## config.mk

```make
export PLATFORM = sky130hd
export DESIGN_NAME = executeUnit_flat
export DESIGN_NICKNAME = d
export VERILOG_FILES = /design/src/scuDspPkg.sv /design/src/instrIf.sv /design/src/executeUnit.sv /design/src/flat_wrapper.sv
export SDC_FILE = /design/constraint.sdc
export NUM_CORES = 1
export LEC_CHECK = 0
export BUFFER_PORTS_ARGS = -buffer_cell sky130_fd_sc_hd__buf_2
export CELL_PAD_IN_SITES_DETAIL_PLACEMENT = 0
export CELL_PAD_IN_SITES_GLOBAL_PLACEMENT = 1
export CORE_MARGIN = 5
export CORE_UTILIZATION = 40
export DETAILED_ROUTE_END_ITERATION = 12
export PLACE_DENSITY_LB_ADDON = 0.3
export RECOVER_POWER = 100
export SYNTH_ARGS = -nofsm -noshare
export SYNTH_HDL_FRONTEND = slang
export SYNTH_SLANG_ARGS = --single-unit
```

## constraint.sdc

```tcl
create_clock -name CLK -period 4.2 [get_ports CLK]
set_input_delay 0.84 -clock CLK [delete_from_list [all_inputs] [get_ports CLK]]
set_output_delay 0.84 -clock CLK [all_outputs]
set_load 0.05 [all_outputs]
```

## src/scuDspPkg.sv

```systemverilog
`default_nettype none

package scuDspPkg;

	localparam int INSTR_W = 32;
	localparam int IMM_W = 24;
	localparam int OPC_W = 4;
	localparam int PC_W = 8;
	localparam int PRG_DEPTH = 1 << PC_W;

	localparam int QUEUE_DEPTH = 4;
	localparam int QPTR_W = $clog2(QUEUE_DEPTH);
	localparam int QCNT_W = QPTR_W + 1;

	// Host register map
	localparam int REG_ADDR_W = 2;
	localparam logic [REG_ADDR_W-1:0] REG_CTRL = 2'd0;
	localparam logic [REG_ADDR_W-1:0] REG_PRG = 2'd1;
	localparam logic [REG_ADDR_W-1:0] REG_AC = 2'd3;

	// Status word, PC sits in the low byte
	localparam int EXEC_BIT = 16;
	localparam int IRQ_BIT = 17;
	localparam int V_BIT = 18;
	localparam int C_BIT = 19;
	localparam int Z_BIT = 20;
	localparam int S_BIT = 21;

	// Control write
	localparam int LOAD_PC_BIT = 15;
	localparam int START_BIT = 16;
	localparam int PAUSE_BIT = 25;
	localparam int RESUME_BIT = 26;

	// Opcode in the top nibble of the word, immediate in the low 24 bits
	typedef enum logic [OPC_W-1:0] {
		OP_NOP,
		OP_AND,
		OP_OR,
		OP_XOR,
		OP_ADD,
		OP_SUB,
		OP_SR,
		OP_RR,
		OP_SL,
		OP_RL,
		OP_RL8,
		OP_MVIP,
		OP_MVIA,
		OP_END,
		OP_ENDI
	} opcodeT;

endpackage

`default_nettype wire

```

## src/instrIf.sv

```systemverilog
`timescale 1ns/1ps
`default_nettype none

interface instrIf;
	import scuDspPkg::*;

	logic             valid;
	logic             ready;
	opcodeT           opcode;
	logic [IMM_W-1:0] imm;

	modport producer (
		output valid,
		output opcode,
		output imm,
		input  ready
	);

	modport consumer (
		input  valid,
		input  opcode,
		input  imm,
		output ready
	);

endinterface

`default_nettype wire

```

## src/executeUnit.sv

```systemverilog
`timescale 1ns/1ps
`default_nettype none

module executeUnit (
	input  wire                           CLK,
	input  wire                           RST_N,
	input  wire                           accept,
	input  wire                           vClear,
	instrIf.consumer                      in,
	output logic [scuDspPkg::INSTR_W-1:0] ac,
	output logic                          flagS,
	output logic                          flagZ,
	output logic                          flagC,
	output logic                          flagV,
	output logic                          halt,
	output logic                          raiseIrq
);
	import scuDspPkg::*;

	logic [INSTR_W-1:0] p;
	logic [INSTR_W-1:0] immExt;
	logic [INSTR_W-1:0] result;
	logic               carry;
	logic               overflow;
	logic               aluOp;
	logic               xfer;

	assign in.ready = accept;
	assign xfer = in.valid && accept;
	assign immExt = {{(INSTR_W - IMM_W){in.imm[IMM_W-1]}}, in.imm};

	always_comb begin
		result = ac;
		carry = 1'b0;
		overflow = 1'b0;
		aluOp = 1'b1;
		case (in.opcode)
			OP_AND: result = ac & p;
			OP_OR:  result = ac | p;
			OP_XOR: result = ac ^ p;
			OP_ADD: begin
				{carry, result} = {1'b0, ac} + {1'b0, p};
				overflow = ~(ac[INSTR_W-1] ^ p[INSTR_W-1]) & (ac[INSTR_W-1] ^ result[INSTR_W-1]);
			end
			OP_SUB: begin
				// Carry holds the borrow
				{carry, result} = {1'b0, ac} - {1'b0, p};
				overflow = (ac[INSTR_W-1] ^ p[INSTR_W-1]) & (ac[INSTR_W-1] ^ result[INSTR_W-1]);
			end
			OP_SR:  {result, carry} = {ac[INSTR_W-1], ac};
			OP_RR:  {result, carry} = {ac[0], ac};
			OP_SL:  {carry, result} = {ac, 1'b0};
			OP_RL:  {carry, result} = {ac, ac[INSTR_W-1]};
			OP_RL8: {carry, result} = {ac[24:0], ac[31:24]};
			default: aluOp = 1'b0;
		endcase
	end

	always_ff @(posedge CLK or negedge RST_N) begin
		if (!RST_N) begin
			ac <= '0;
			p <= '0;
			flagS <= 1'b0;
			flagZ <= 1'b0;
			flagC <= 1'b0;
		end else if (xfer) begin
			if (aluOp) begin
				ac <= result;
				flagS <= result[INSTR_W-1];
				flagZ <= (result == '0);
				flagC <= carry;
			end
			if (in.opcode == OP_MVIA) begin
				ac <= immExt;
			end
			if (in.opcode == OP_MVIP) begin
				p <= immExt;
			end
		end
	end

	// Sticky until the host reads status
	always_ff @(posedge CLK or negedge RST_N) begin
		if (!RST_N) begin
			flagV <= 1'b0;
		end else begin
			flagV <= (flagV && !vClear) || (xfer && overflow);
		end
	end

	always_ff @(posedge CLK or negedge RST_N) begin
		if (!RST_N) begin
			halt <= 1'b0;
			raiseIrq <= 1'b0;
		end else begin
			halt <= xfer && ((in.opcode == OP_END) || (in.opcode == OP_ENDI));
			raiseIrq <= xfer && (in.opcode == OP_ENDI);
		end
	end

endmodule

`default_nettype wire

```

## src/flat_wrapper.sv

```systemverilog
// flat-port wrapper written by rule: the top's interface ports become plain ports
module executeUnit_flat import scuDspPkg::*;
  (CLK, RST_N, accept, vClear, ac, flagS, flagZ, flagC, flagV, halt, raiseIrq, in_valid, in_opcode, in_imm, in_ready);
  instrIf in_i ();
  input  wire CLK;
  input  wire RST_N;
  input  wire accept;
  input  wire vClear;
  output logic [scuDspPkg::INSTR_W-1:0] ac;
  output logic flagS;
  output logic flagZ;
  output logic flagC;
  output logic flagV;
  output logic halt;
  output logic raiseIrq;
  input wire logic [$bits(in_i.valid)-1:0] in_valid;
  input wire logic [$bits(in_i.opcode)-1:0] in_opcode;
  input wire logic [$bits(in_i.imm)-1:0] in_imm;
  output wire logic [$bits(in_i.ready)-1:0] in_ready;
  assign in_i.valid = in_valid;
  assign in_i.opcode = in_opcode;
  assign in_i.imm = in_imm;
  assign in_ready = in_i.ready;
  executeUnit u_core (.CLK(CLK), .RST_N(RST_N), .accept(accept), .vClear(vClear), .in(in_i), .ac(ac), .flagS(flagS), .flagZ(flagZ), .flagC(flagC), .flagV(flagV), .halt(halt), .raiseIrq(raiseIrq));
endmodule
```

==> qor.yml <==
outcome:
  run_status: "finished with violations"
  violations: "capacitance limit, slew limit"
floorplan:
  die_height_um: 164.2
  io_pins: 72
  core_area_mm2: 0.02347
  die-area_mm2: 0.02697
  initial_core_util_pct: 40.53
  rows: 56
  die_w_um: 164.2
sta:
  slew_headroom_pct: -46.36
  fin_tns_setup_ns: 0
  final_max_slew_viol_count: 83
  finalHoldViolCount: 0
  finalWorstSetupSlack_ns: 0.1192
  worst_pin_slew_ns: 2.195
  max_freq_mhz: 245.1
  fin_crit_sh_pct: 97.16
  setup_viol: 0
  fin_crit_ns: 4.081
  finalClockSkew_ns: 0.01202
power_and_ir_drop:
  powerDensity_mw_per_mm2: 747.5
  p_sw_share_pct: 56.39
  power_frac_clock_pct: 10.6
  p_int_mw: 3.909
  p_switching_mw: 5.054
  worst_ir_drop_vdd_mv: 0.3384
  p_leak_nw: 5.353
  comb_power_share_pct: 79.2
  power_frac_seq_pct: 10.3
critical_path:
  reg2reg_slack_ns: 0.12
  worstPathRequired_ns: 4.46
  start_kind: "register"
  cp.arrival_ns: 4.34
  worstSetupPathType: "register to register"
  worst-path-max-fanout: 7
  worstReg2RegStart: "u_core.ac[0]$_DFFE_PN0P_"
  reg2reg_to: "u_core.ac[29]$_DFFE_PN0P_"
  reg2regPathDepth: 18
  endpoint_kind: "register"
global_route:
  grt_pass1_vias: 11350
  grt_pass1_wl_um: 72680
  track_usage_pct: 35.79
  overflow: 0
  antenna_found_initial: 0
  grt_start_max_net_pins: 49
synthesis:
  synth_flop_cell: "dfrtp_1"
  synth_commonest_cells: "142 x nand2_1, 116 x a21oi_1, 105 x ha_1"
  yosysWarnings: 0
  synth_cells: 1318
  synth_area_leaders: "dfrtp_1 16%, ha_1 14%, a21oi_1 6.1%, nand2_1 5.6%, o21ai_0 5.2%"
  async_flop_share_pct: 100.0
  ys_seq_area_share_pct: 16.31
  synth_seq_cells: 62
  synth_top_area_cell: "dfrtp_1"
  synth_edf_count: 0
  avgSynthCellArea_um2: 7.218
  syn_area_mm2: 0.009513
  yosysMostFrequentCell: "nand2_1"
  yosys.area.top_type_share_pct: 16.31
  syn-num-nets: 1458
  synth_cell_types: 92
finish:
  final_nets: 1673
  area_delta_synth_final_pct: 26.06
  drive_gt1_share_pct: 20.55
  diodes: 0
  fillers: 2421
clock_tree:
  clk_pin_slew_ns: 0.07
  clock_path_buffers: 2
  cts-root-buf: "clkbuf_16"
  htreeDepth: 3
  tritoncts: "done"
  cts_buffers: 9
  clkLatencyLatePin_ns: 0.36
  cts.sinks: 62
routing:
  finalWirelength_um: 48960
  drcViolationCount: 0
  vias: 11890
  antenna_left: 0
  drtPass1Iterations: 6
  vias_per_cell: 6.401
  routedWlPerCell_um: 26.36
  drt_iter0_markers: 1416
hold_path:
  hold_path_class: "register to register"
  whs_endpoint: "u_core.flagS$_DFFE_PN0P_"
  hold_depth: 2
  hp-start: "u_core.flagS$_DFFE_PN0P_"
placed_design:
  dp_hpwl_um: 38430
  portBuffers: 71
  finalWeightedCongestion: 1.018
  pre_cts_ws_ns: -0.06955
job:
  cap_violations: 2
## worst max-delay path by stage
stage	to	cells past startpoint	start	slack (ns)
after floorplan	u_core.flagZ$_DFFE_PN0P_	13	u_core.ac[1]$_DFFE_PN0P_	0.39
after global placement	u_core.flagZ$_DFFE_PN0P_	19	u_core.ac[0]$_DFFE_PN0P_	-0.05
after detailed placement	u_core.flagZ$_DFFE_PN0P_	19	u_core.ac[0]$_DFFE_PN0P_	-0.07
after CTS	u_core.flagZ$_DFFE_PN0P_	16	u_core.p[1]$_DFFE_PN0P_	0.04
after global routing	u_core.flagZ$_DFFE_PN0P_	19	u_core.ac[0]$_DFFE_PN0P_	-0.03
final	u_core.ac[29]$_DFFE_PN0P_	18	u_core.ac[0]$_DFFE_PN0P_	0.12
## layout make-up
class,instances,area (µm²),area share (%)
Clock buffer,9,225.2,1.878
Clock inverter,7,125.1,1.043
Inverter,91,341.6,2.849
Multi-Input combinational cell,1071,7328,61.11
Sequential cell,62,1551,12.94
Tap cell,319,399.1,3.328
Timing Repair Buffer,298,2021,16.85
## per-layer routing
metal	routed length (µm)	up-vias	GRT usage [%]
met5	0	-	0
met4	2090	0	13.57
met3	4640	131	5.872
met2	21880	731	56.61
met1	20350	5695	48.90
li1	-	5330	-
## per-stage QoR
step	util [%]	hold WS [ns]	instance area (µm²)	power (mW)	std cells
after floorplan	-	0.5444	9513	4.776	1318
after global placement	49.31	0.4656	11570	7.762	1837
after detailed placement	49.31	0.4742	11570	7.712	1837
after CTS	50.86	0.4942	11940	8.705	1853
after global routing	51.09	0.5350	11990	9.417	1857
final	51.09	0.4975	11990	8.963	1857
## timing repair
action	4_1_cts	5_1_grt
pin swaps	0	6
endpoints found under the setup margin	1	2
endpoints found under the hold margin	0	0
hold buffers	0	0
resized for setup	3	17
buffers inserted	0	4
## state kept, by name, summed over array words and instances (netlist names)
register / flops
u_core.ac: 32
u_core.p: 24
u_core.flagC: 1
u_core.flagS: 1
u_core.flagV: 1
u_core.flagZ: 1
u_core.halt: 1
u_core.raiseIrq: 1
## layout by cell type (no fill, tap or decap), drive strengths merged, types with 29 or more instances in the layout
cell      n
ha      105
dfrtp    62
inv      94
nor2    103
nand2   144
buf     245
o21ai   108
nor3     29
a21oi   117
clkbuf   62
## worst max-delay path: stages, from the launching register on
cell      delay, ns
dfrtp_1        0.35
buf_4          0.16
inv_1          0.06
ha_1           0.20
o21ba_1        0.21
or4_4          0.45
buf_4          0.16
nand2_2        0.08
a31oi_1        0.19
buf_4          0.21
o211ai_1       0.56
buf_4          0.22
a21oi_1        0.10
o21ai_0        0.26
a31oi_1        0.12
o32ai_1        0.15
clkbuf_2       0.23
a21oi_1        0.08
o21ai_0        0.19
## logic make-up after synthesis
family	Yosys count	synth area share, %
compound gates	516	37.25
simple gates	436	22.53
buf+inv	185	8.470
fa+ha+maj	107	14.23
flops	62	16.31
mux	7	0.7497
xor+xnor	5	0.4603
## power groups by stage
stage                     clock [mW]  combinational, mW  sequential, mW
after global routing           0.982               7.49           0.942
after CTS                      0.962               6.83           0.916
after detailed placement           0               6.79           0.925
final                          0.946               7.10           0.919
after floorplan                    0               3.27            1.51
after global placement             0               6.85           0.915
Note: power is estimated with default switching activity, not from simulation.
