**src/scuDspPkg.sv**
```systemverilog
`default_nettype none

package scuDspPkg;

	localparam int INSTR_W = 32;
	localparam int IMM_W = 24;
	localparam int OPC_W = 4;
	localparam int PC_W = 8;
	localparam int PRG_DEPTH = 1 << PC_W;

	localparam int QUEUE_DEPTH = 4;
	localparam int QPTR_W = $clog2(QUEUE_DEPTH);
	localparam int QCNT_W = QPTR_W + 1;

	// Host register map
	localparam int REG_ADDR_W = 2;
	localparam logic [REG_ADDR_W-1:0] REG_CTRL = 2'd0;
	localparam logic [REG_ADDR_W-1:0] REG_PRG = 2'd1;
	localparam logic [REG_ADDR_W-1:0] REG_AC = 2'd3;

	// Status word, PC sits in the low byte
	localparam int EXEC_BIT = 16;
	localparam int IRQ_BIT = 17;
	localparam int V_BIT = 18;
	localparam int C_BIT = 19;
	localparam int Z_BIT = 20;
	localparam int S_BIT = 21;

	// Control write
	localparam int LOAD_PC_BIT = 15;
	localparam int START_BIT = 16;
	localparam int PAUSE_BIT = 25;
	localparam int RESUME_BIT = 26;

	// Opcode in the top nibble of the word, immediate in the low 24 bits
	typedef enum logic [OPC_W-1:0] {
		OP_NOP,
		OP_AND,
		OP_OR,
		OP_XOR,
		OP_ADD,
		OP_SUB,
		OP_SR,
		OP_RR,
		OP_SL,
		OP_RL,
		OP_RL8,
		OP_MVIP,
		OP_MVIA,
		OP_END,
		OP_ENDI
	} opcodeT;

endpackage

`default_nettype wire

```
**src/hostPort.sv**
```systemverilog
`timescale 1ns/1ps
`default_nettype none

module hostPort (
	input  wire                              CLK,
	input  wire                              RST_N,
	input  wire [scuDspPkg::REG_ADDR_W-1:0]  addr,
	input  wire [scuDspPkg::INSTR_W-1:0]     wrData,
	input  wire                              wrEn,
	input  wire                              rdEn,
	input  wire [scuDspPkg::PC_W-1:0]        pc,
	input  wire [scuDspPkg::INSTR_W-1:0]     ac,
	input  wire                              flagS,
	input  wire                              flagZ,
	input  wire                              flagC,
	input  wire                              flagV,
	input  wire                              halt,
	input  wire                              raiseIrq,
	output logic [scuDspPkg::INSTR_W-1:0]    rdData,
	output logic                             irq,
	output logic                             running,
	output logic                             accept,
	output logic                             flush,
	output logic                             prgWrite,
	output logic                             loadPc,
	output logic                             vClear
);
	import scuDspPkg::*;

	logic               paused;
	logic               ctrlWrite;
	logic               startWrite;
	logic               statusRead;
	logic [INSTR_W-1:0] status;

	assign ctrlWrite = wrEn && (addr == REG_CTRL);
	assign startWrite = ctrlWrite && wrData[START_BIT] && !running;
	assign statusRead = rdEn && (addr == REG_CTRL);

	assign accept = running && !paused;
	assign flush = halt || startWrite;
	// Program RAM and PC are host-owned only while stopped
	assign prgWrite = wrEn && (addr == REG_PRG) && !running;
	assign loadPc = ctrlWrite && wrData[LOAD_PC_BIT] && !running;
	assign vClear = statusRead;

	always_ff @(posedge CLK or negedge RST_N) begin
		if (!RST_N) begin
			running <= 1'b0;
			paused <= 1'b0;
		end else if (halt) begin
			running <= 1'b0;
			paused <= 1'b0;
		end else if (startWrite) begin
			running <= 1'b1;
			paused <= 1'b0;
		end else if (ctrlWrite && running) begin
			// Pause wins over resume
			if (wrData[PAUSE_BIT]) begin
				paused <= 1'b1;
			end else if (wrData[RESUME_BIT]) begin
				paused <= 1'b0;
			end
		end
	end

	always_ff @(posedge CLK or negedge RST_N) begin
		if (!RST_N) begin
			irq <= 1'b0;
		end else if (raiseIrq) begin
			irq <= 1'b1;
		end else if (statusRead) begin
			irq <= 1'b0;
		end
	end

	always_comb begin
		status = '0;
		status[PC_W-1:0] = pc;
		status[EXEC_BIT] = accept;
		status[IRQ_BIT] = irq;
		status[V_BIT] = flagV;
		status[C_BIT] = flagC;
		status[Z_BIT] = flagZ;
		status[S_BIT] = flagS;
	end

	always_ff @(posedge CLK or negedge RST_N) begin
		if (!RST_N) begin
			rdData <= '0;
		end else if (rdEn) begin
			case (addr)
				REG_CTRL: rdData <= status;
				REG_AC:   rdData <= ac;
				default:  rdData <= '0;
			endcase
		end
	end

endmodule

`default_nettype wire

```
**config.mk**
```make
export PLATFORM = sky130hd
export DESIGN_NAME = hostPort
export DESIGN_NICKNAME = d
export VERILOG_FILES = /design/src/scuDspPkg.sv /design/src/hostPort.sv
export SDC_FILE = /design/constraint.sdc
export NUM_CORES = 1
export LEC_CHECK = 0
export ABC_AREA = 1
export BUFFER_PORTS_ARGS = -buffer_cell sky130_fd_sc_hd__buf_2
export CELL_PAD_IN_SITES_DETAIL_PLACEMENT = 1
export CELL_PAD_IN_SITES_GLOBAL_PLACEMENT = 1
export CORE_UTILIZATION = 30
export CTS_BUF_LIST = sky130_fd_sc_hd__clkbuf_2 sky130_fd_sc_hd__clkbuf_4 sky130_fd_sc_hd__clkbuf_8
export CTS_CLUSTER_DIAMETER = 80
export CTS_CLUSTER_SIZE = 40
export DETAILED_ROUTE_END_ITERATION = 10
export PLACE_DENSITY_LB_ADDON = 0.1
export SLEW_MARGIN = 20
export SYNTH_ARGS = -nofsm -noshare
export SYNTH_HDL_FRONTEND = slang
export SYNTH_SLANG_ARGS = --single-unit
```
**constraint.sdc**
```tcl
create_clock -name CLK -period 2 [get_ports CLK]
set_clock_uncertainty 0.05 [all_clocks]
set_input_delay 0.4 -clock CLK [delete_from_list [all_inputs] [get_ports CLK]]
set_output_delay 0.4 -clock CLK [all_outputs]
set_load 0.1 [all_outputs]
```
==> out/qor.yml, run 1 <==
synthesis:
  mappedNetlistNets: 272
  ys_warn_count: 0
  syn-mean-instance-area_sq_um: 8.77
  yosysSeqAreaShare: 0.540
  synth_seq_cells: 35
  total_standard_cell_area_after_synthesis_sq_um: 1620
  synth_cell_types: 18
  synthCells: 185
worst_setup_path:
  path_delay_family: "buffers and inverters"
  setup.worst_path.class: "in2out"
  worstPathMaxFanout: 3
  critPathArrivalTime_ps: 1380
  cp_slowest_cell: "sky130_fd_sc_hd__ha_1"
  path_cells: "buf_2 > inv_1 > ha_1 > nand2_2 > inv_1 > nand3_1 > nand2_2 > buf_12"
  worst_path_largest_cell_delay_ps: 210
  ff2ff_setup_slack_ps: 910
  critPathBufInv: 4
  critPathLaunchType: "input pin"
  critPathRequiredTime_ps: 1550
  cp_endpoint_kind: "primary output"
cells_and_area:
  fin_util: 0.454
  layout-drive-gt1-share: 0.417
  syn2layout_area_growth_pct: 44.6
  num_antenna_cells: 0
  mostFrequentLayoutCell: "sky130_fd_sc_hd__buf_2"
  fill_cell_count: 658
  design.final.nets: 369
  layout.cells.most_common_list: "sky130_fd_sc_hd__buf_2 (90), sky130_fd_sc_hd__nand2_1 (85), sky130_fd_sc_hd__dfrtp_1 (34)"
detailed_routing:
  post_drt_via_cell_ratio: 4.54
  drt-wirelength-per-cell_um: 13.6
  post-route-drc-count: 0
  top_signal_layer_used: "met4"
  dr_wl_met3_um: 327
  drtAntennaViolNets: 0
  drtIter0Drc: 66
  detail_route.wirelength_um: 4790
  met2_wire_length_um: 2240
  drt_pass1_iterations: 4
  vias: 1602
  met1_length_um: 2180
pwr:
  power_density_nw_per_um2: 869
  vdd.ir_drop.worst_uv: 312
  total_leakage_power_nw: 1.42
sta:
  finalSetupViolations: 0
  setup_tns_ps: 0
  timing.final.hold_violations: 0
  worst_pin_slew_ps: 502
  period_share: 0.917
  achievable-frequency_ghz: 0.545
  hold_slack_ps: 10.7
  maxSlewHeadroom: 0.668
  post-route-min-period_ps: 1830
  timing_max_transition_violations_final: 0
  rsz_0062_raised_after_global_routing: "false"
die:
  floorplan.initialDensity: 0.314
  io-pin-count: 123
  std_cell_rows: 26
  die_area_sq_um: 5710
  placeableCoreArea_sq_um: 5170
  chipHeight_um: 75.6
  die_width_um: 75.6
hold_path:
  hold_path_class: "in2async"
clocking:
  cts-hold-fix-buffers: 0
  post_cts_resize_count: 0
  cts_post_setup_buffers_inserted: 0
  cts_htree_levels: 2
  cts.path.max_buffers: 2
  cts_num_sinks: 35
  clkLatencyLatePin_ps: 290
  cts_buffers: 5
  clk_pin_slew_ps: 80
  tritoncts: "done"
  cts.root.buffer_cell: "sky130_fd_sc_hd__clkbuf_8"
global_routing:
  grt_pass1_wl_um: 7640
  grt_max_degree: 24
  antenna_found_initial: 0
  grt_pass1_vias: 1607
  grt-ovfl-total: 0
  grt_usage: 0.184
status:
  outcome: "finished clean"
placed_design:
  buffer_ports.inserted: 94
  hpwlAfterDp_um: 3570
  gp_congestion: 0.667
run:
  maxCapViolCount: 0
## kinds of logic (layout without fill, tap and decap cells)
kind of cell	after synthesis	count (layout)	share of synthesized area
flip-flops	35	35	0.540
adder cells (fa/ha/maj)	3	3	0.0231
buffers and inverters	19	117	0.0702
AO/OA/AOI/OAI	16	16	0.0833
AND/OR/NAND/NOR	112	112	0.284
## cell usage after synthesis
library cell,number,area [sq um]
sky130_fd_sc_hd__buf_4,4,30.0
sky130_fd_sc_hd__a21oi_1,1,5.00
sky130_fd_sc_hd__nand2_2,1,6.26
sky130_fd_sc_hd__inv_2,1,3.75
sky130_fd_sc_hd__nor2_4,1,11.3
sky130_fd_sc_hd__o21bai_1,1,7.51
sky130_fd_sc_hd__buf_6,3,33.8
sky130_fd_sc_hd__nor2_1,2,7.51
sky130_fd_sc_hd__nand3_1,20,100
sky130_fd_sc_hd__a21oi_2,1,8.76
sky130_fd_sc_hd__dfrtp_1,35,876
sky130_fd_sc_hd__a22o_1,13,114
sky130_fd_sc_hd__inv_1,7,26.3
sky130_fd_sc_hd__nand4_1,1,6.26
sky130_fd_sc_hd__nor2_2,1,6.26
sky130_fd_sc_hd__buf_2,4,20.0
sky130_fd_sc_hd__ha_1,3,37.5
sky130_fd_sc_hd__nand2_1,86,323
## registers in the layout (all words and copies together), names as in the netlist
signal   count
paused       1
running      1
rdData      32
irq          1
## report_power, final
| part | total, W | internal (W) | switching, W |
|---|---|---|---|
| Sequential | 0.000772 | 0.000749 | 0.0000231 |
| Clock | 0.000663 | 0.000403 | 0.000259 |
| Combinational | 0.000604 | 0.000128 | 0.000476 |
| Total | 0.00204 | 0.00128 | 0.000758 |
## final cells by class
| cell class | count | area [sq um] | area share |
|---|---|---|---|
| sequential | 35 | 877 | 0.374 |
| tap | 70 | 87.6 | 0.0373 |
| multi-input combinational | 131 | 651 | 0.277 |
| timing repair buffer | 101 | 583 | 0.249 |
| clock inverter | 2 | 35.0 | 0.0149 |
| clock buffer | 6 | 82.6 | 0.0352 |
| inverter | 8 | 30.0 | 0.0128 |
## layer usage
| metal | track usage | vias to the layer above |
|---|---|---|
| met5 | 0 | - |
| met4 | 0.0556 | 0 |
| met3 | 0.0622 | 6 |
| met2 | 0.300 | 58 |
| met1 | 0.232 | 753 |
| li1 | - | 785 |
## worst paths after layout
kind | start | end | depth (start not counted)
max in group asynchronous | RST_N | rdData[7] | 2
min | RST_N | paused | 1
min in group CLK | halt | running | 2
min reg2reg | rdData[24] | rdData[24] | 2
max | addr[1] | flush | 8
max reg2reg | running | paused | 4
## stage by stage
stage	setup WS, ps	std cells	area [sq um]	power (W)
CTS	152	353	2350	0.00207
finish	166	353	2350	0.00204
floorplan	59.1	185	1640	0.00123
global route	80.0	353	2350	0.00213
global placement	184	345	2230	0.00139
detailed placement	158	345	2230	0.00140
Note: power is estimated with default switching activity, not from simulation.
==> run 2, diff against run 1 <==
RECOVER_POWER = 50   (was default)
==> run 2 against run 1 <==
Critical endpoint unchanged. Register-to-register slack about the same. Combinational power about the same. Largest cell class unchanged. Critical path depth unchanged. Die area unchanged.
==> out/qor.yml, run 2 (synthesis gave the netlist of run 1 again) <==
status:
  outcome: "finished clean"
detailed_routing:
  drt-wirelength-per-cell_um: 13.6  # about the same
  drtAntennaViolNets: 0  # unchanged
  drt_pass1_iterations: 4  # unchanged
  vias: 1596  # -0.37%
  post_drt_via_cell_ratio: 4.52  # -0.37%
  post-route-drc-count: 0  # unchanged
  drtIter0Drc: 66  # unchanged
  detail_route.wirelength_um: 4790  # about the same
sta:
  finalSetupViolations: 0  # unchanged
  hold_slack_ps: 215  # +204 ps
  timing_max_transition_violations_final: 0  # unchanged
  period_share: 0.926  # +0.00888
  setup_tns_ps: 0  # unchanged
  timing.final.hold_violations: 0  # unchanged
  rsz_0062_raised_after_global_routing: "false"
  achievable-frequency_ghz: 0.540  # -0.96%
  post-route-min-period_ps: 1850  # +17.8 ps
  worst_pin_slew_ps: 1120  # +622 ps
  maxSlewHeadroom: 0.251  # -0.417
pwr:
  power_density_nw_per_um2: 874  # +0.54%
  vdd.ir_drop.worst_uv: 312  # about the same
  power.total_w: 0.00204  # -0.16%
  total_leakage_power_nw: 1.40  # -1.2%
hold_path:
  hold_path.startpoint: "halt"
  worstHoldPathCells: 2
  hold_end: "running"
  hold_path_class: "in2reg"
cells_and_area:
  layout.cells.most_common_list: "sky130_fd_sc_hd__buf_2 (88), sky130_fd_sc_hd__nand2_1 (86), sky130_fd_sc_hd__dfrtp_1 (34)"
  layout-drive-gt1-share: 0.396  # -0.0212
  syn2layout_area_growth_pct: 43.6
  max_flop_register: "rdData"
  design.final.nets: 369  # unchanged
  mostFrequentLayoutCell: "sky130_fd_sc_hd__buf_2"
  final_non_filler_cells: 353  # unchanged
  num_antenna_cells: 0  # unchanged
  largest_register_ff_count: 32  # unchanged
  fill_cell_count: 658  # unchanged
  stdcell_area_sq_um: 2330  # -0.69%
placed_design:
  buffer_ports.inserted: 94  # unchanged
  place_area_sq_um: 2230  # unchanged
  post-place-cells: 345  # unchanged
  gp_congestion: 0.667  # unchanged
  hpwlAfterDp_um: 3570  # unchanged
clocking:
  cts_post_setup_buffers_inserted: 0  # unchanged
  cts-hold-fix-buffers: 0  # unchanged
  clk_pin_slew_ps: 70  # about the same
  cts_buffers: 5  # unchanged
  cts_num_sinks: 35  # unchanged
  clkLatencyLatePin_ps: 290  # about the same
  cts_htree_levels: 2  # unchanged
  cts.root.buffer_cell: "sky130_fd_sc_hd__clkbuf_8"
  tritoncts: "done"
  post_cts_resize_count: 0  # unchanged
  cts.path.max_buffers: 2  # unchanged
die:
  floorplan.initialDensity: 0.314  # unchanged
  std_cell_rows: 26  # unchanged
  io-pin-count: 123  # unchanged
  placeableCoreArea_sq_um: 5170  # unchanged
  die_width_um: 75.6  # unchanged
  chipHeight_um: 75.6  # unchanged
  die_area_sq_um: 5710  # unchanged
worst_setup_path:
  reg2reg_depth: 4  # unchanged
  critPathLaunchType: "input pin"
  cp_endpoint_kind: "primary output"
  setup.worst_path.class: "in2out"
  critical_path.reg2reg.endpoint: "paused"
  critPathRequiredTime_ps: 1550  # about the same
  worstReg2RegStart: "running"
  critPathArrivalTime_ps: 1400  # +20 ps
  worstPathMaxFanout: 3  # unchanged
  ff2ff_setup_slack_ps: 910  # about the same
global_routing:
  grt_pass1_vias: 1607  # unchanged
  grt-ovfl-total: 0  # unchanged
  grt_usage: 0.184  # unchanged
  grt_max_degree: 24  # unchanged
  antenna_found_initial: 0  # unchanged
  grt_pass1_wl_um: 7640  # unchanged
run:
  maxCapViolCount: 0  # unchanged
run 2: cell types whose count changed in the layout (fill, tap and decap cells not counted), sizes merged:
| cell | change |
|---|---|
| buf | -5 |
| clkbuf | +5 |
run 2: final cells by class:
type	instances	area, sq um	share of cell area
Clock buffer	6	82.6	0.0354
Clock inverter	2	35.0	0.0150
Sequential cell	35	877	0.376
Inverter	8	30.0	0.0129
Tap cell	70	87.6	0.0376
Multi-Input combinational cell	131	648	0.278
Timing Repair Buffer	101	569	0.244
run 2: worst max path at each step:
stage	startpoint	end	slack, ps	cells past startpoint
2_1_floorplan	running	prgWrite	60	1
3_3_place_gp	addr[1]	flush	180	8
6_report	addr[1]	flush	150	8
5_1_grt	addr[1]	flush	50	8
3_5_place_dp	addr[1]	flush	160	8
4_1_cts	addr[1]	flush	150	8
run 2: power by group:
group	switching, W	internal [W]
combinational	0.000476	0.000125
sequential	0.0000231	0.000749
clock	0.000260	0.000403
run 2: through the flow:
stage          utilization  setup slack (ps)
3_3_place_gp         0.431               184
6_report             0.450               148
4_1_cts              0.454               152
2_1_floorplan            -              59.1
3_5_place_dp         0.431               158
5_1_grt              0.450              50.6
run 2: worst max-delay path, stage by stage:
cell and delay [ps]:
sky130_fd_sc_hd__clkbuf_1 80, sky130_fd_sc_hd__inv_1 80, sky130_fd_sc_hd__ha_1 190, sky130_fd_sc_hd__nand2_1 130, sky130_fd_sc_hd__inv_1 100, sky130_fd_sc_hd__nand3_1 110
sky130_fd_sc_hd__nand2_2 130, sky130_fd_sc_hd__buf_12 180
run 2: per-layer routing:
metal  vias up  wire, um  global-route usage
li1        785         -                   -
met1       747      2180               0.232
met2        58      2240               0.300
met3         6       326              0.0622
met4         0        44              0.0556
met5         -         0                   0
