===== src/scuDspPkg.sv =====
`default_nettype none

package scuDspPkg;

	localparam int INSTR_W = 32;
	localparam int IMM_W = 24;
	localparam int OPC_W = 4;
	localparam int PC_W = 8;
	localparam int PRG_DEPTH = 1 << PC_W;

	localparam int QUEUE_DEPTH = 4;
	localparam int QPTR_W = $clog2(QUEUE_DEPTH);
	localparam int QCNT_W = QPTR_W + 1;

	// Host register map
	localparam int REG_ADDR_W = 2;
	localparam logic [REG_ADDR_W-1:0] REG_CTRL = 2'd0;
	localparam logic [REG_ADDR_W-1:0] REG_PRG = 2'd1;
	localparam logic [REG_ADDR_W-1:0] REG_AC = 2'd3;

	// Status word, PC sits in the low byte
	localparam int EXEC_BIT = 16;
	localparam int IRQ_BIT = 17;
	localparam int V_BIT = 18;
	localparam int C_BIT = 19;
	localparam int Z_BIT = 20;
	localparam int S_BIT = 21;

	// Control write
	localparam int LOAD_PC_BIT = 15;
	localparam int START_BIT = 16;
	localparam int PAUSE_BIT = 25;
	localparam int RESUME_BIT = 26;

	// Opcode in the top nibble of the word, immediate in the low 24 bits
	typedef enum logic [OPC_W-1:0] {
		OP_NOP,
		OP_AND,
		OP_OR,
		OP_XOR,
		OP_ADD,
		OP_SUB,
		OP_SR,
		OP_RR,
		OP_SL,
		OP_RL,
		OP_RL8,
		OP_MVIP,
		OP_MVIA,
		OP_END,
		OP_ENDI
	} opcodeT;

endpackage

`default_nettype wire


===== src/instrIf.sv =====
`timescale 1ns/1ps
`default_nettype none

interface instrIf;
	import scuDspPkg::*;

	logic             valid;
	logic             ready;
	opcodeT           opcode;
	logic [IMM_W-1:0] imm;

	modport producer (
		output valid,
		output opcode,
		output imm,
		input  ready
	);

	modport consumer (
		input  valid,
		input  opcode,
		input  imm,
		output ready
	);

endinterface

`default_nettype wire


===== src/instrQueue.sv =====
`timescale 1ns/1ps
`default_nettype none

module instrQueue (
	input  wire       CLK,
	input  wire       RST_N,
	input  wire       flush,
	instrIf.consumer  in,
	instrIf.producer  out
);
	import scuDspPkg::*;

	opcodeT            opMem [QUEUE_DEPTH];
	logic [IMM_W-1:0]  immMem [QUEUE_DEPTH];
	logic [QPTR_W-1:0] wrPtr;
	logic [QPTR_W-1:0] rdPtr;
	logic [QCNT_W-1:0] count;
	logic              push;
	logic              pop;

	// No traffic in the flush cycle
	assign in.ready = (count != QCNT_W'(QUEUE_DEPTH)) && !flush;
	assign out.valid = (count != '0) && !flush;
	assign out.opcode = opMem[rdPtr];
	assign out.imm = immMem[rdPtr];

	assign push = in.valid && in.ready;
	assign pop = out.valid && out.ready;

	always_ff @(posedge CLK) begin
		if (push) begin
			opMem[wrPtr] <= in.opcode;
			immMem[wrPtr] <= in.imm;
		end
	end

	always_ff @(posedge CLK or negedge RST_N) begin
		if (!RST_N) begin
			wrPtr <= '0;
			rdPtr <= '0;
			count <= '0;
		end else if (flush) begin
			wrPtr <= '0;
			rdPtr <= '0;
			count <= '0;
		end else begin
			if (push) begin
				wrPtr <= wrPtr + 1'b1;
			end
			if (pop) begin
				rdPtr <= rdPtr + 1'b1;
			end
			case ({push, pop})
				2'b10:   count <= count + 1'b1;
				2'b01:   count <= count - 1'b1;
				default: ;
			endcase
		end
	end

endmodule

`default_nettype wire


===== src/flat_wrapper.sv =====
// flat-port wrapper written by rule: the top's interface ports become plain ports
module instrQueue_flat import scuDspPkg::*;
  (CLK, RST_N, flush, in_valid, in_opcode, in_imm, in_ready, out_valid, out_opcode, out_imm, out_ready);
  instrIf in_i ();
  instrIf out_i ();
  input  wire CLK;
  input  wire RST_N;
  input  wire flush;
  input wire logic [$bits(in_i.valid)-1:0] in_valid;
  input wire logic [$bits(in_i.opcode)-1:0] in_opcode;
  input wire logic [$bits(in_i.imm)-1:0] in_imm;
  output wire logic [$bits(in_i.ready)-1:0] in_ready;
  output wire logic [$bits(out_i.valid)-1:0] out_valid;
  output wire logic [$bits(out_i.opcode)-1:0] out_opcode;
  output wire logic [$bits(out_i.imm)-1:0] out_imm;
  input wire logic [$bits(out_i.ready)-1:0] out_ready;
  assign in_i.valid = in_valid;
  assign in_i.opcode = in_opcode;
  assign in_i.imm = in_imm;
  assign in_ready = in_i.ready;
  assign out_valid = out_i.valid;
  assign out_opcode = out_i.opcode;
  assign out_imm = out_i.imm;
  assign out_i.ready = out_ready;
  instrQueue u_core (.CLK(CLK), .RST_N(RST_N), .flush(flush), .in(in_i), .out(out_i));
endmodule

===== config.mk =====
export PLATFORM = sky130hd
export DESIGN_NAME = instrQueue_flat
export DESIGN_NICKNAME = d
export VERILOG_FILES = /design/src/scuDspPkg.sv /design/src/instrIf.sv /design/src/instrQueue.sv /design/src/flat_wrapper.sv
export SDC_FILE = /design/constraint.sdc
export NUM_CORES = 1
export LEC_CHECK = 0
export BUFFER_PORTS_ARGS = -buffer_cell sky130_fd_sc_hd__buf_2
export CAP_MARGIN = 5
export CORE_UTILIZATION = 50
export CTS_CLUSTER_DIAMETER = 30
export DETAILED_ROUTE_END_ITERATION = 8
export PLACE_DENSITY = 0.8
export RECOVER_POWER = 50
export SLEW_MARGIN = 15
export SYNTH_ARGS = -nofsm -noshare
export SYNTH_HDL_FRONTEND = slang
export SYNTH_SLANG_ARGS = --single-unit

===== constraint.sdc =====
create_clock -name CLK -period 1.9 [get_ports CLK]
set_clock_uncertainty 0.1 [all_clocks]
set_input_delay 0.095 -clock CLK [delete_from_list [all_inputs] [get_ports CLK]]
set_output_delay 0.095 -clock CLK [all_outputs]
set_load 0.05 [all_outputs]

==> results of run 1 <==
-- worst reg2reg max path, cell delays in order (launching register included) --
cell,delay [ns]
dfrtp_2,0.44
buf_6,0.13
nor3b_4,0.22
nor2_2,0.07
nor3_2,0.14
fa_2,0.47
nor2b_1,0.15
o2111ai_1,0.10
nand3b_1,0.09
-- worst min path at each step --
stage,endpoint,slack [ns],cells past startpoint
detailed placement,u_core.count[1],-0.15,1
CTS,u_core.immMem[2][22],0.23,2
floorplan,u_core.count[0],-0.30,0
finish,u_core.immMem[2][16],0.29,2
global placement,u_core.count[1],-0.16,1
global route,u_core.immMem[2][16],0.29,2
-- through the flow --
| step | hold slack (ns) | power [W] | util, % | area, sq um | setup WS, ns |
|---|---|---|---|---|---|
| after floorplan | -0.301 | 0.00390 | - | 4670 | -0.102 |
| after global placement | -0.157 | 0.00418 | 59.5 | 5260 | -0.0231 |
| after detailed placement | -0.152 | 0.00421 | 59.5 | 5260 | -0.0828 |
| after CTS | 0.229 | 0.00785 | 74.3 | 6580 | -0.216 |
| after global routing | 0.295 | 0.00808 | 74.5 | 6590 | -0.261 |
| final | 0.295 | 0.00784 | 74.5 | 6590 | -0.188 |
-- timing repair --
item	4_1_cts	5_1_grt
pin swaps	1	5
resized for setup	69	17
hold endpoints to repair	125	0
buffers inserted	9	4
gates cloned	3	0
endpoints found under the setup margin	30	32
hold buffers	33	0
-- registers in the layout (all words and copies together), names as in the netlist --
name           count
u_core.opMem      16
u_core.count       3
u_core.immMem     96
u_core.rdPtr       2
u_core.wrPtr       2
-- cells by family (layout without fill, tap and decap cells) --
family / Yosys count / count (layout) / share of synthesized area, %
AND/OR/NAND/NOR: 28 / 28 / 4.02
XOR/XNOR: 3 / 3 / 0.566
AO/OA/AOI/OAI: 13 / 13 / 2.13
buffers and inverters: 15 / 165 / 1.72
multiplexers: 29 / 29 / 13.8
adder cells (fa/ha/maj): 5 / 5 / 1.51
flip-flops: 119 / 119 / 76.2
-- area by class of cell --
type	instances	area share [%]
Multi-Input combinational cell	78	16.3
Timing Repair Buffer	129	18.3
Sequential cell	119	53.8
Tap cell	108	2.05
Clock inverter	14	2.98
Inverter	4	0.228
Clock buffer	18	6.34
-- report_power, final --
part / total, W / leakage (nW) / internal (W) / switching (W)
logic: 0.00152 / 0.889 / 0.000707 / 0.000816
registers: 0.00303 / 1.11 / 0.00298 / 0.0000489
clock network: 0.00329 / 0.305 / 0.00215 / 0.00114
-- cells in the final DEF, fill, tap and decap left out, types with 3 or more instances in the layout --
| cell | synthesis | final |
|---|---|---|
| edfxtp_1 | 112 | 112 |
| buf_6 | 2 | 34 |
| dlygate4sd3_1 | 0 | 33 |
| clkbuf_1 | 2 | 29 |
| mux4_2 | 28 | 28 |
| buf_4 | 0 | 19 |
| clkbuf_16 | 0 | 16 |
| nand2b_1 | 6 | 6 |
| inv_6 | 0 | 5 |
| buf_12 | 0 | 5 |
| and2_4 | 0 | 4 |
| ha_1 | 4 | 4 |
| bufinv_16 | 0 | 4 |
| buf_2 | 7 | 4 |
| dfrtp_1 | 7 | 4 |
| inv_1 | 4 | 3 |
| nor2_1 | 5 | 3 |
| a21oi_1 | 3 | 3 |
| nand3b_1 | 3 | 3 |
| clkinv_2 | 0 | 3 |
| buf_16 | 0 | 3 |
| buf_8 | 0 | 3 |
| dfrtp_2 | 0 | 3 |
-- routing by layer --
layer | vias to the layer above | GRT usage (%) | wire (um)
li1 | 1161 | - | -
met1 | 1315 | 27.5 | 3890
met2 | 83 | 36.9 | 5280
met3 | 6 | 5.15 | 373
met4 | 0 | 7.46 | 82
met5 | - | 0 | 0
==> metrics.csv, run 1 <==
stage;metric;value;unit
status;status;finished with violations;
status;violations;DRC, setup timing;
worst_setup_path;worstRegToRegCells;8;
floorplanning;initial_utilization;52.5;%
worst_setup_path;end_kind;primary output;
flow_run;drv_cap;0;
worst_setup_path;startpoint;u_core.rdPtr[0];
sta;min_period_over_period;110;%
grt;grt_pass1_vias;2684;
sta;fmax;479;MHz
clock_tree;clock-sinks;119;
placement;place_inst;391;
sta;period_needed;2.09;ns
synth;yosys.cell_types.count;33;
grt;grt_pass1_wl;14900;um
clock_tree;cts_made_buffers;17;
synth;ys_seq_elements;119;
final_layout;fillers;516;
final_layout;layout.nets;387;
sta;drv_slew;0;
grt;grt_usage;21.6;%
placement;gp_congestion;0.761;
route;drtAntennaViolNets;0;
synth;ys_async_sr_fraction;5.88;%
sta;finalWorstSetupSlack;-0.188;ns
sta;slew-limit-headroom;71.6;%
placement;hpwl;4870;um
placement;numPortBuffers;62;
grt;antenna_found_initial;0;
floorplanning;rows;34;
floorplanning;ios;63;
route;drt_iter0_markers;149;
route;drt-total-wl;9620;um
worst_setup_path;path_class;register to primary output;
floorplanning;die_width;98.4;um
clock_tree;clock-root-buffer;clkbuf_8;
worst_setup_path;endpoint;out_imm[23];
final_layout;syn_to_final_growth;41.9;%
sta;max_slew.worst_pin.slew;0.415;ns
synth;synth_ff_type;edfxtp_1;
final_layout;instances_no_fill;470;
clock_tree;cts.path.max_buffers;2;
clock_tree;clock_latency;0.49;ns
final_layout;multi_input_area;0.00107;sq mm
route;wire_per_inst;20.5;um
worst_hold_path;hold_path.startpoint;in_imm[16];
worst_setup_path;crit_chain;buf_4, buf_16, mux4_2, buf_6;
synth;syn_inst;212;
sta;rsz0062_at_grt;yes;
worst_setup_path;r2r_end;u_core.count[1];
floorplanning;die_h;98.4;um
power_and_ir_drop;leakagePower;2.30;nW
synth;ys_top_cells_by_count;edfxtp_1, mux4_2, buf_2, dfrtp_1, nand2b_1;
synth;syn_area_per_cell;21.9;sq um
synth;synth_top_area_cell;edfxtp_1;
power_and_ir_drop;ir_worst_vdd;970;uV
sta;hold_violations;0;
worst_setup_path;start_kind;register;
route;vias;2565;
synth;ys_seq_area_share;76.2;%
grt;grt_overflow;0;
worst_setup_path;worst-path-stages;4;
synth;synth_edf_count;112;
floorplanning;dieArea;0.00967;sq mm
worst_setup_path;worstPathRequired;1.70;ns
power_and_ir_drop;p_per_area;1190;mW/mm^2
clock_tree;cts_tree;done;
worst_setup_path;slowest_delay;0.52;ns
sta;finalSetupTns;-4.33;ns
floorplanning;coreArea;0.00885;sq mm
synth;synth_nets;250;
worst_setup_path;arrival;1.89;ns
route;drc_errors;4;
route;dr.pass1.iters;6;
worst_setup_path;slowest_stage;mux4_2;
grt;grt_max_degree;21;
final_layout;drive_gt1_share;40.3;%
worst_setup_path;worstReg2RegStart;u_core.count[0];
worst_setup_path;crit_buf_inv;3;
worst_setup_path;ff2ff_setup_slack;-0.13;ns
clock_tree;clkSlewWorstSetupHoldPaths;0.06;ns
synth;synthTopCellsByArea;edfxtp_1, mux4_2, dfrtp_1;
synth;synthDominantCellAreaShare;72.5;%
clock_tree;htreeDepth;4;
worst_setup_path;path_delay_family;multiplexers;
synth;synth.cell_area;0.00464;sq mm
route;viasPerCell;5.46;
worst_hold_path;hold_path_class;input port to register;
worst_setup_path;worst-path-max-fanout;6;
synth;yosys_warnings;0;
synth;yosysMostFrequentCell;edfxtp_1;
sta;setup_viol;30;
final_layout;antenna_cells;0;
final_layout;regArea;0.00354;sq mm
(Power assumes the default switching activity.)
==> inputs of run 2 (changes only) <==
Settings changed: BUFFER_PORTS_ARGS -buffer_cell sky130_fd_sc_hd__buf_2 to -buffer_cell sky130_fd_sc_hd__clkbuf_2.
==> metrics.csv, run 2 (synthesis gave the netlist of run 1 again) <==
stage;metric;value;unit;change
status;status;finished with violations;;
status;violations;DRC, setup timing;;
power_and_ir_drop;power;0.00796;W;+1.5%
final_layout;syn_to_final_growth;44.9;%;
floorplanning;die_width;98.4;um;unchanged
clock_tree;clock_latency;0.50;ns;about the same
power_and_ir_drop;ir_worst_vdd;607;uV;-37%
route;wire_per_inst;19.9;um;-2.6%
route;vias;2549;;-0.62%
final_layout;largest_reg_flops;96;;unchanged
final_layout;top_regs;u_core.immMem x96, u_core.opMem x16, u_core.count x3;;
placement;hpwl;5020;um;+3.0%
worst_setup_path;arrival;1.91;ns;+0.02 ns
route;drt-met1-wl;3740;um;-3.7%
route;routed.top_layer;met4;;
final_layout;antenna_cells;0;;unchanged
grt;grt_overflow;0;;unchanged
grt;grt_usage;21.0;%;-0.60 points
placement;pre_cts_ws;-0.0892;ns;-0.00641 ns
clock_tree;clock-root-buffer;clkbuf_8;;
sta;period_needed;2.11;ns;+0.0179 ns
clock_tree;clkSlewWorstSetupHoldPaths;0.06;ns;about the same
route;viasPerCell;5.42;;-0.62%
final_layout;drive_gt1_share;39.2;%;-1.1 points
power_and_ir_drop;swShare;25.5;%;-0.13 points
power_and_ir_drop;internal_power;0.00593;W;+1.7%
power_and_ir_drop;leakagePower;2.35;nW;+2.0%
power_and_ir_drop;p_per_area;1180;mW/mm^2;-0.56%
sta;hold_ws;0.296;ns;+0.000992 ns
sta;max_slew.worst_pin.slew;0.584;ns;+0.169 ns
floorplanning;ios;63;;unchanged
flow_run;drv_cap;0;;unchanged
final_layout;layout.nets;388;;+0.26%
floorplanning;rows;34;;unchanged
sta;slew-limit-headroom;60.1;%;-12 points
worst_setup_path;start_kind;register;;
sta;min_period_over_period;111;%;+0.94 points
sta;setup_viol;30;;unchanged
placement;place_inst;392;;+0.26%
power_and_ir_drop;combPwrFrac;20.8;%;+1.4 points
sta;hold_violations;0;;unchanged
route;drtAntennaViolNets;0;;unchanged
clock_tree;clock-sinks;119;;unchanged
final_layout;final_common_cell;edfxtp_1;;
route;drc_errors;3;;-1
grt;grt_pass1_vias;2755;;+2.6%
power_and_ir_drop;p_seq_share;38.0;%;-0.6 points
grt;grt_pass1_wl;14500;um;-2.7%
power_and_ir_drop;switchingPower;0.00203;W;+1.0%
clock_tree;cts_made_buffers;17;;unchanged
worst_setup_path;path_class;register to primary output;;
final_layout;layout_common_cells;edfxtp_1, dlygate4sd3_1, mux4_2, clkbuf_1, buf_8;;
clock_tree;cts_tree;done;;
floorplanning;die_h;98.4;um;unchanged
sta;rsz0062_at_grt;yes;;
placement;numPortBuffers;62;;unchanged
grt;grt_max_degree;24;;+14%
route;drt-total-wl;9370;um;-2.6%
clock_tree;cts.path.max_buffers;2;;unchanged
final_layout;top_register;u_core.immMem;;
floorplanning;dieArea;0.00967;sq mm;unchanged
placement;gp_congestion;0.738;;-3.0%
sta;finalSetupTns;-4.93;ns;-0.597 ns
sta;drv_slew;0;;unchanged
floorplanning;coreArea;0.00885;sq mm;unchanged
route;dr.pass1.iters;9;;+3
clock_tree;htreeDepth;4;;unchanged
worst_setup_path;worstPathRequired;1.70;ns;about the same
route;wl_met3;358;um;-4.0%
final_layout;instances_no_fill;470;;unchanged
route;drt_iter0_markers;115;;-23%
sta;finalWorstSetupSlack;-0.206;ns;-0.0179 ns
route;wl_met2;5210;um;-1.3%
worst_setup_path;end_kind;primary output;;
floorplanning;initial_utilization;52.5;%;unchanged
grt;antenna_found_initial;0;;unchanged
sta;fmax;475;MHz;-0.85%
power_and_ir_drop;p_clk_share;41.2;%;-0.8 points
worst_hold_path;hold_path_class;input port to register;;
worst_setup_path;worst-path-max-fanout;6;;unchanged
==> run 2: cell count changes in the layout (fill, tap and decap cells not counted), moves of 4 or more <==
cell	before	now
and2_4	4	0
buf_6	34	5
buf_8	3	24
and2_2	0	4
buf_12	5	12
clkbuf_2	0	4
buf_2	4	0
==> run 2: power by group through the flow <==
| stage | registers [W] | clock network (W) | logic (W) |
|---|---|---|---|
| CTS | 0.00302 | 0.00330 | 0.00159 |
| detailed placement | 0.00307 | 0 | 0.00123 |
| floorplan | 0.00305 | 0 | 0.000854 |
| finish | 0.00302 | 0.00327 | 0.00166 |
| global placement | 0.00306 | 0 | 0.00121 |
| global route | 0.00303 | 0.00345 | 0.00174 |
==> run 2: cell type report <==
class / count / area, sq um
multi-input cells: 78 / 1060
well taps: 108 / 135
clock buffers: 17 / 414
clock inverters: 14 / 200
flip-flops and latches: 119 / 3540
inverters: 4 / 15.0
fillers: 493 / 2120
repair buffers: 130 / 1360
==> run 2: path summary, 6_finish.rpt <==
kind / slack [ns] / endpoint / start / depth (start not counted)
hold / removal: 0.30 / u_core.immMem[2][4] / in_imm[4] / 2
max in group asynchronous: 0.95 / u_core.rdPtr[0] / RST_N / 3
setup reg to reg: -0.05 / u_core.count[1] / u_core.count[0] / 6
hold reg to reg: 0.53 / u_core.wrPtr[0] / u_core.wrPtr[0] / 2
setup / recovery: -0.21 / out_imm[18] / u_core.rdPtr[0] / 4
min in group asynchronous: 0.46 / u_core.count[2] / RST_N / 3
==> run 2: what timing repair did <==
item	4_1_cts	5_1_grt
hold endpoints to repair	125	0
setup buffers	6	4
resized for setup	57	31
pin swaps	6	3
endpoints found under the setup margin	30	31
hold buffers	34	0
gates cloned	3	0
==> run 2: metrics by stage <==
stage          util [%]  instance area (sq um)
6_report           76.0                   6730
5_1_grt            76.0                   6730
3_3_place_gp       60.7                   5370
3_5_place_dp       60.7                   5370
2_1_floorplan         -                   4670
4_1_cts            75.6                   6690
==> run 2: critical path: stages, from the launching register on <==
cell and delay (ns):
dfrtp_2 0.40, buf_6 0.14, buf_16 0.13, mux4_2 0.56
buf_12 0.18
==> run 2: routing by layer <==
metal,vias up,GRT usage [%]
met5,-,0
met4,0,6.54
met3,6,5.87
met2,69,37.2
met1,1317,25.2
li1,1157,-
==> inputs of run 3 (changes only) <==
Settings changed: CELL_PAD_IN_SITES_DETAIL_PLACEMENT from default to 0, CELL_PAD_IN_SITES_GLOBAL_PLACEMENT from default to 1, CORE_UTILIZATION 50 to 44.
==> metrics.csv, run 3 (synthesis gave the netlist of run 1 again) <==
stage;metric;value;unit;change
status;status;finished with violations;;
status;violations;DRC, setup timing;;
route;dr.pass1.iters;6;;-3
power_and_ir_drop;p_clk_share;41.0;%;-0.2 points
placement;numPortBuffers;62;;unchanged
sta;finalSetupTns;-4.34;ns;+0.595 ns
placement;place_inst;420;;+7.1%
power_and_ir_drop;p_per_area;1170;mW/mm^2;-1.1%
power_and_ir_drop;internal_power;0.00586;W;-1.2%
worst_setup_path;arrival;1.90;ns;about the same
worst_setup_path;path_class;register to primary output;;
route;drtAntennaViolNets;0;;unchanged
power_and_ir_drop;swShare;24.9;%;-0.53 points
clock_tree;htreeDepth;4;;unchanged
route;viasPerCell;5.12;;-5.6%
sta;drv_slew;0;;unchanged
sta;setup_viol;31;;+3.3%
clock_tree;clkSlewWorstSetupHoldPaths;0.05;ns;about the same
route;drt-total-wl;9200;um;-1.9%
clock_tree;clock-root-buffer;clkbuf_8;;
clock_tree;cts_made_buffers;17;;unchanged
sta;slew-limit-headroom;70.5;%;+10 points
sta;max_slew.worst_pin.slew;0.432;ns;-0.152 ns
placement;gp_congestion;0.700;;-5.2%
worst_setup_path;start_kind;register;;
clock_tree;clock_latency;0.50;ns;about the same
power_and_ir_drop;switchingPower;0.00195;W;-4.0%
final_layout;top_register;u_core.immMem;;
route;drt_iter0_markers;115;;unchanged
final_layout;design_area;0.00667;sq mm;-0.82%
grt;grt_pass1_wl;13400;um;-7.8%
sta;finalWorstSetupSlack;-0.190;ns;+0.0160 ns
clock_tree;cts_tree;done;;
power_and_ir_drop;p_seq_share;38.7;%;+0.7 points
final_layout;layout_common_cells;edfxtp_1, dlygate4sd3_1, clkbuf_1;;
sta;hold_violations;0;;unchanged
worst_hold_path;hold_path_class;input port to register;;
grt;antenna_found_initial;0;;unchanged
clock_tree;cts.path.max_buffers;2;;unchanged
placement;placed_area;0.00540;sq mm;+0.42%
placement;pre_cts_ws;-0.0941;ns;-0.00488 ns
floorplanning;dieArea;0.0110;sq mm;+13%
worst_setup_path;worstPathRequired;1.70;ns;about the same
grt;grt_usage;17.0;%;-4.0 points
floorplanning;die_h;105;um;+6.5%
final_layout;top_regs;u_core.immMem x96, u_core.opMem x16, u_core.count x3;;
grt;grt_max_degree;24;;unchanged
final_layout;layout.nets;386;;-0.52%
sta;min_period_over_period;110;%;-0.84 points
final_layout;antenna_cells;0;;unchanged
sta;hold_ws;0.284;ns;-0.0119 ns
sta;period_needed;2.09;ns;-0.0160 ns
final_layout;instances_no_fill;497;;+5.7%
final_layout;largest_reg_flops;96;;unchanged
final_layout;syn_to_final_growth;43.7;%;
route;vias;2545;;-0.16%
floorplanning;rows;37;;+8.8%
power_and_ir_drop;ir_worst_vdd;613;uV;+0.95%
placement;hpwl;5030;um;+0.21%
final_layout;final_common_cell;edfxtp_1;;
floorplanning;initial_utilization;45.2;%;-7.3 points
final_layout;fillers;712;;+44%
worst_setup_path;worst-path-max-fanout;5;;-1
floorplanning;die_width;105;um;+6.5%
route;wire_per_inst;18.5;um;-7.2%
clock_tree;clock-sinks;119;;unchanged
grt;grt_overflow;0;;unchanged
grt;grt_pass1_vias;2657;;-3.6%
worst_setup_path;end_kind;primary output;;
floorplanning;coreArea;0.0103;sq mm;+16%
power_and_ir_drop;leakagePower;2.31;nW;-1.7%
route;drc_errors;2;;-1
power_and_ir_drop;combPwrFrac;20.3;%;-0.5 points
sta;rsz0062_at_grt;yes;;
final_layout;drive_gt1_share;38.8;%;-0.45 points
sta;fmax;478;MHz;+0.77%
floorplanning;ios;63;;unchanged
flow_run;drv_cap;0;;unchanged
-- run 3: changes by cell type in the layout (fill, tap and decap cells not counted), moves of 3 or more --
cell / before / now
buf_8: 24 / 16
clkbuf_8: 1 / 4
clkbuf_4: 0 / 4
buf_6: 5 / 8
buf_16: 3 / 0
-- run 3: cell type report --
| cell class | count | area, sq um | share of cell area, % |
|---|---|---|---|
| Inverter | 4 | 15.0 | 0.225 |
| Clock buffer | 19 | 422 | 6.32 |
| Timing Repair Buffer | 128 | 1280 | 19.2 |
| Multi-Input combinational cell | 78 | 1060 | 15.9 |
| Tap cell | 136 | 170 | 2.55 |
| Sequential cell | 119 | 3540 | 53.1 |
| Clock inverter | 13 | 179 | 2.68 |
-- run 3: metal layers --
metal	share of wire [%]	track usage, %	routed length, um
met1	39	20.0	3580
met2	56	29.1	5110
met5	0	0	0
met4	1.0	6.04	93
met3	4.5	5.74	415
-- run 3: critical path: stages, from the launching register on --
cell and delay, ns:
dfrtp_2 0.39, buf_12 0.13, buf_6 0.15, mux4_2 0.55, buf_12 0.17
-- run 3: repair_timing --
item	in CTS	in global routing
pin swaps	1	2
cloned	0	3
endpoints found under the hold margin	125	0
endpoints found under the setup margin	30	31
hold buffers	33	0
resized for setup	51	22
setup buffers	5	4
-- run 3: path summary, 6_finish.rpt --
kind                            cells past startpoint  slack, ns             from              endpoint
max in group asynchronous                           3       0.98            RST_N       u_core.rdPtr[0]
worst min register to register                      2       0.53  u_core.wrPtr[0]       u_core.wrPtr[0]
worst max register to register                      8      -0.13  u_core.count[0]       u_core.count[1]
worst max-delay path                                4      -0.19  u_core.rdPtr[0]            out_imm[9]
worst min-delay path                                2       0.28       in_imm[20]  u_core.immMem[0][20]
min in group asynchronous                           3       0.45            RST_N       u_core.rdPtr[1]
-- run 3: power by group through the flow --
stage               Sequential [W]  Clock, W  Combinational, W
floorplan                  0.00305         0          0.000854
global placement           0.00306         0           0.00121
detailed placement         0.00307         0           0.00123
CTS                        0.00302   0.00326           0.00146
global route               0.00303   0.00338           0.00166
finish                     0.00302   0.00320           0.00159
-- run 3: metrics by stage --
step | total power, W | util [%]
floorplan | 0.00390 | -
global placement | 0.00428 | 52.5
detailed placement | 0.00430 | 52.5
CTS | 0.00773 | 63.9
global route | 0.00806 | 64.9
finish | 0.00780 | 64.9
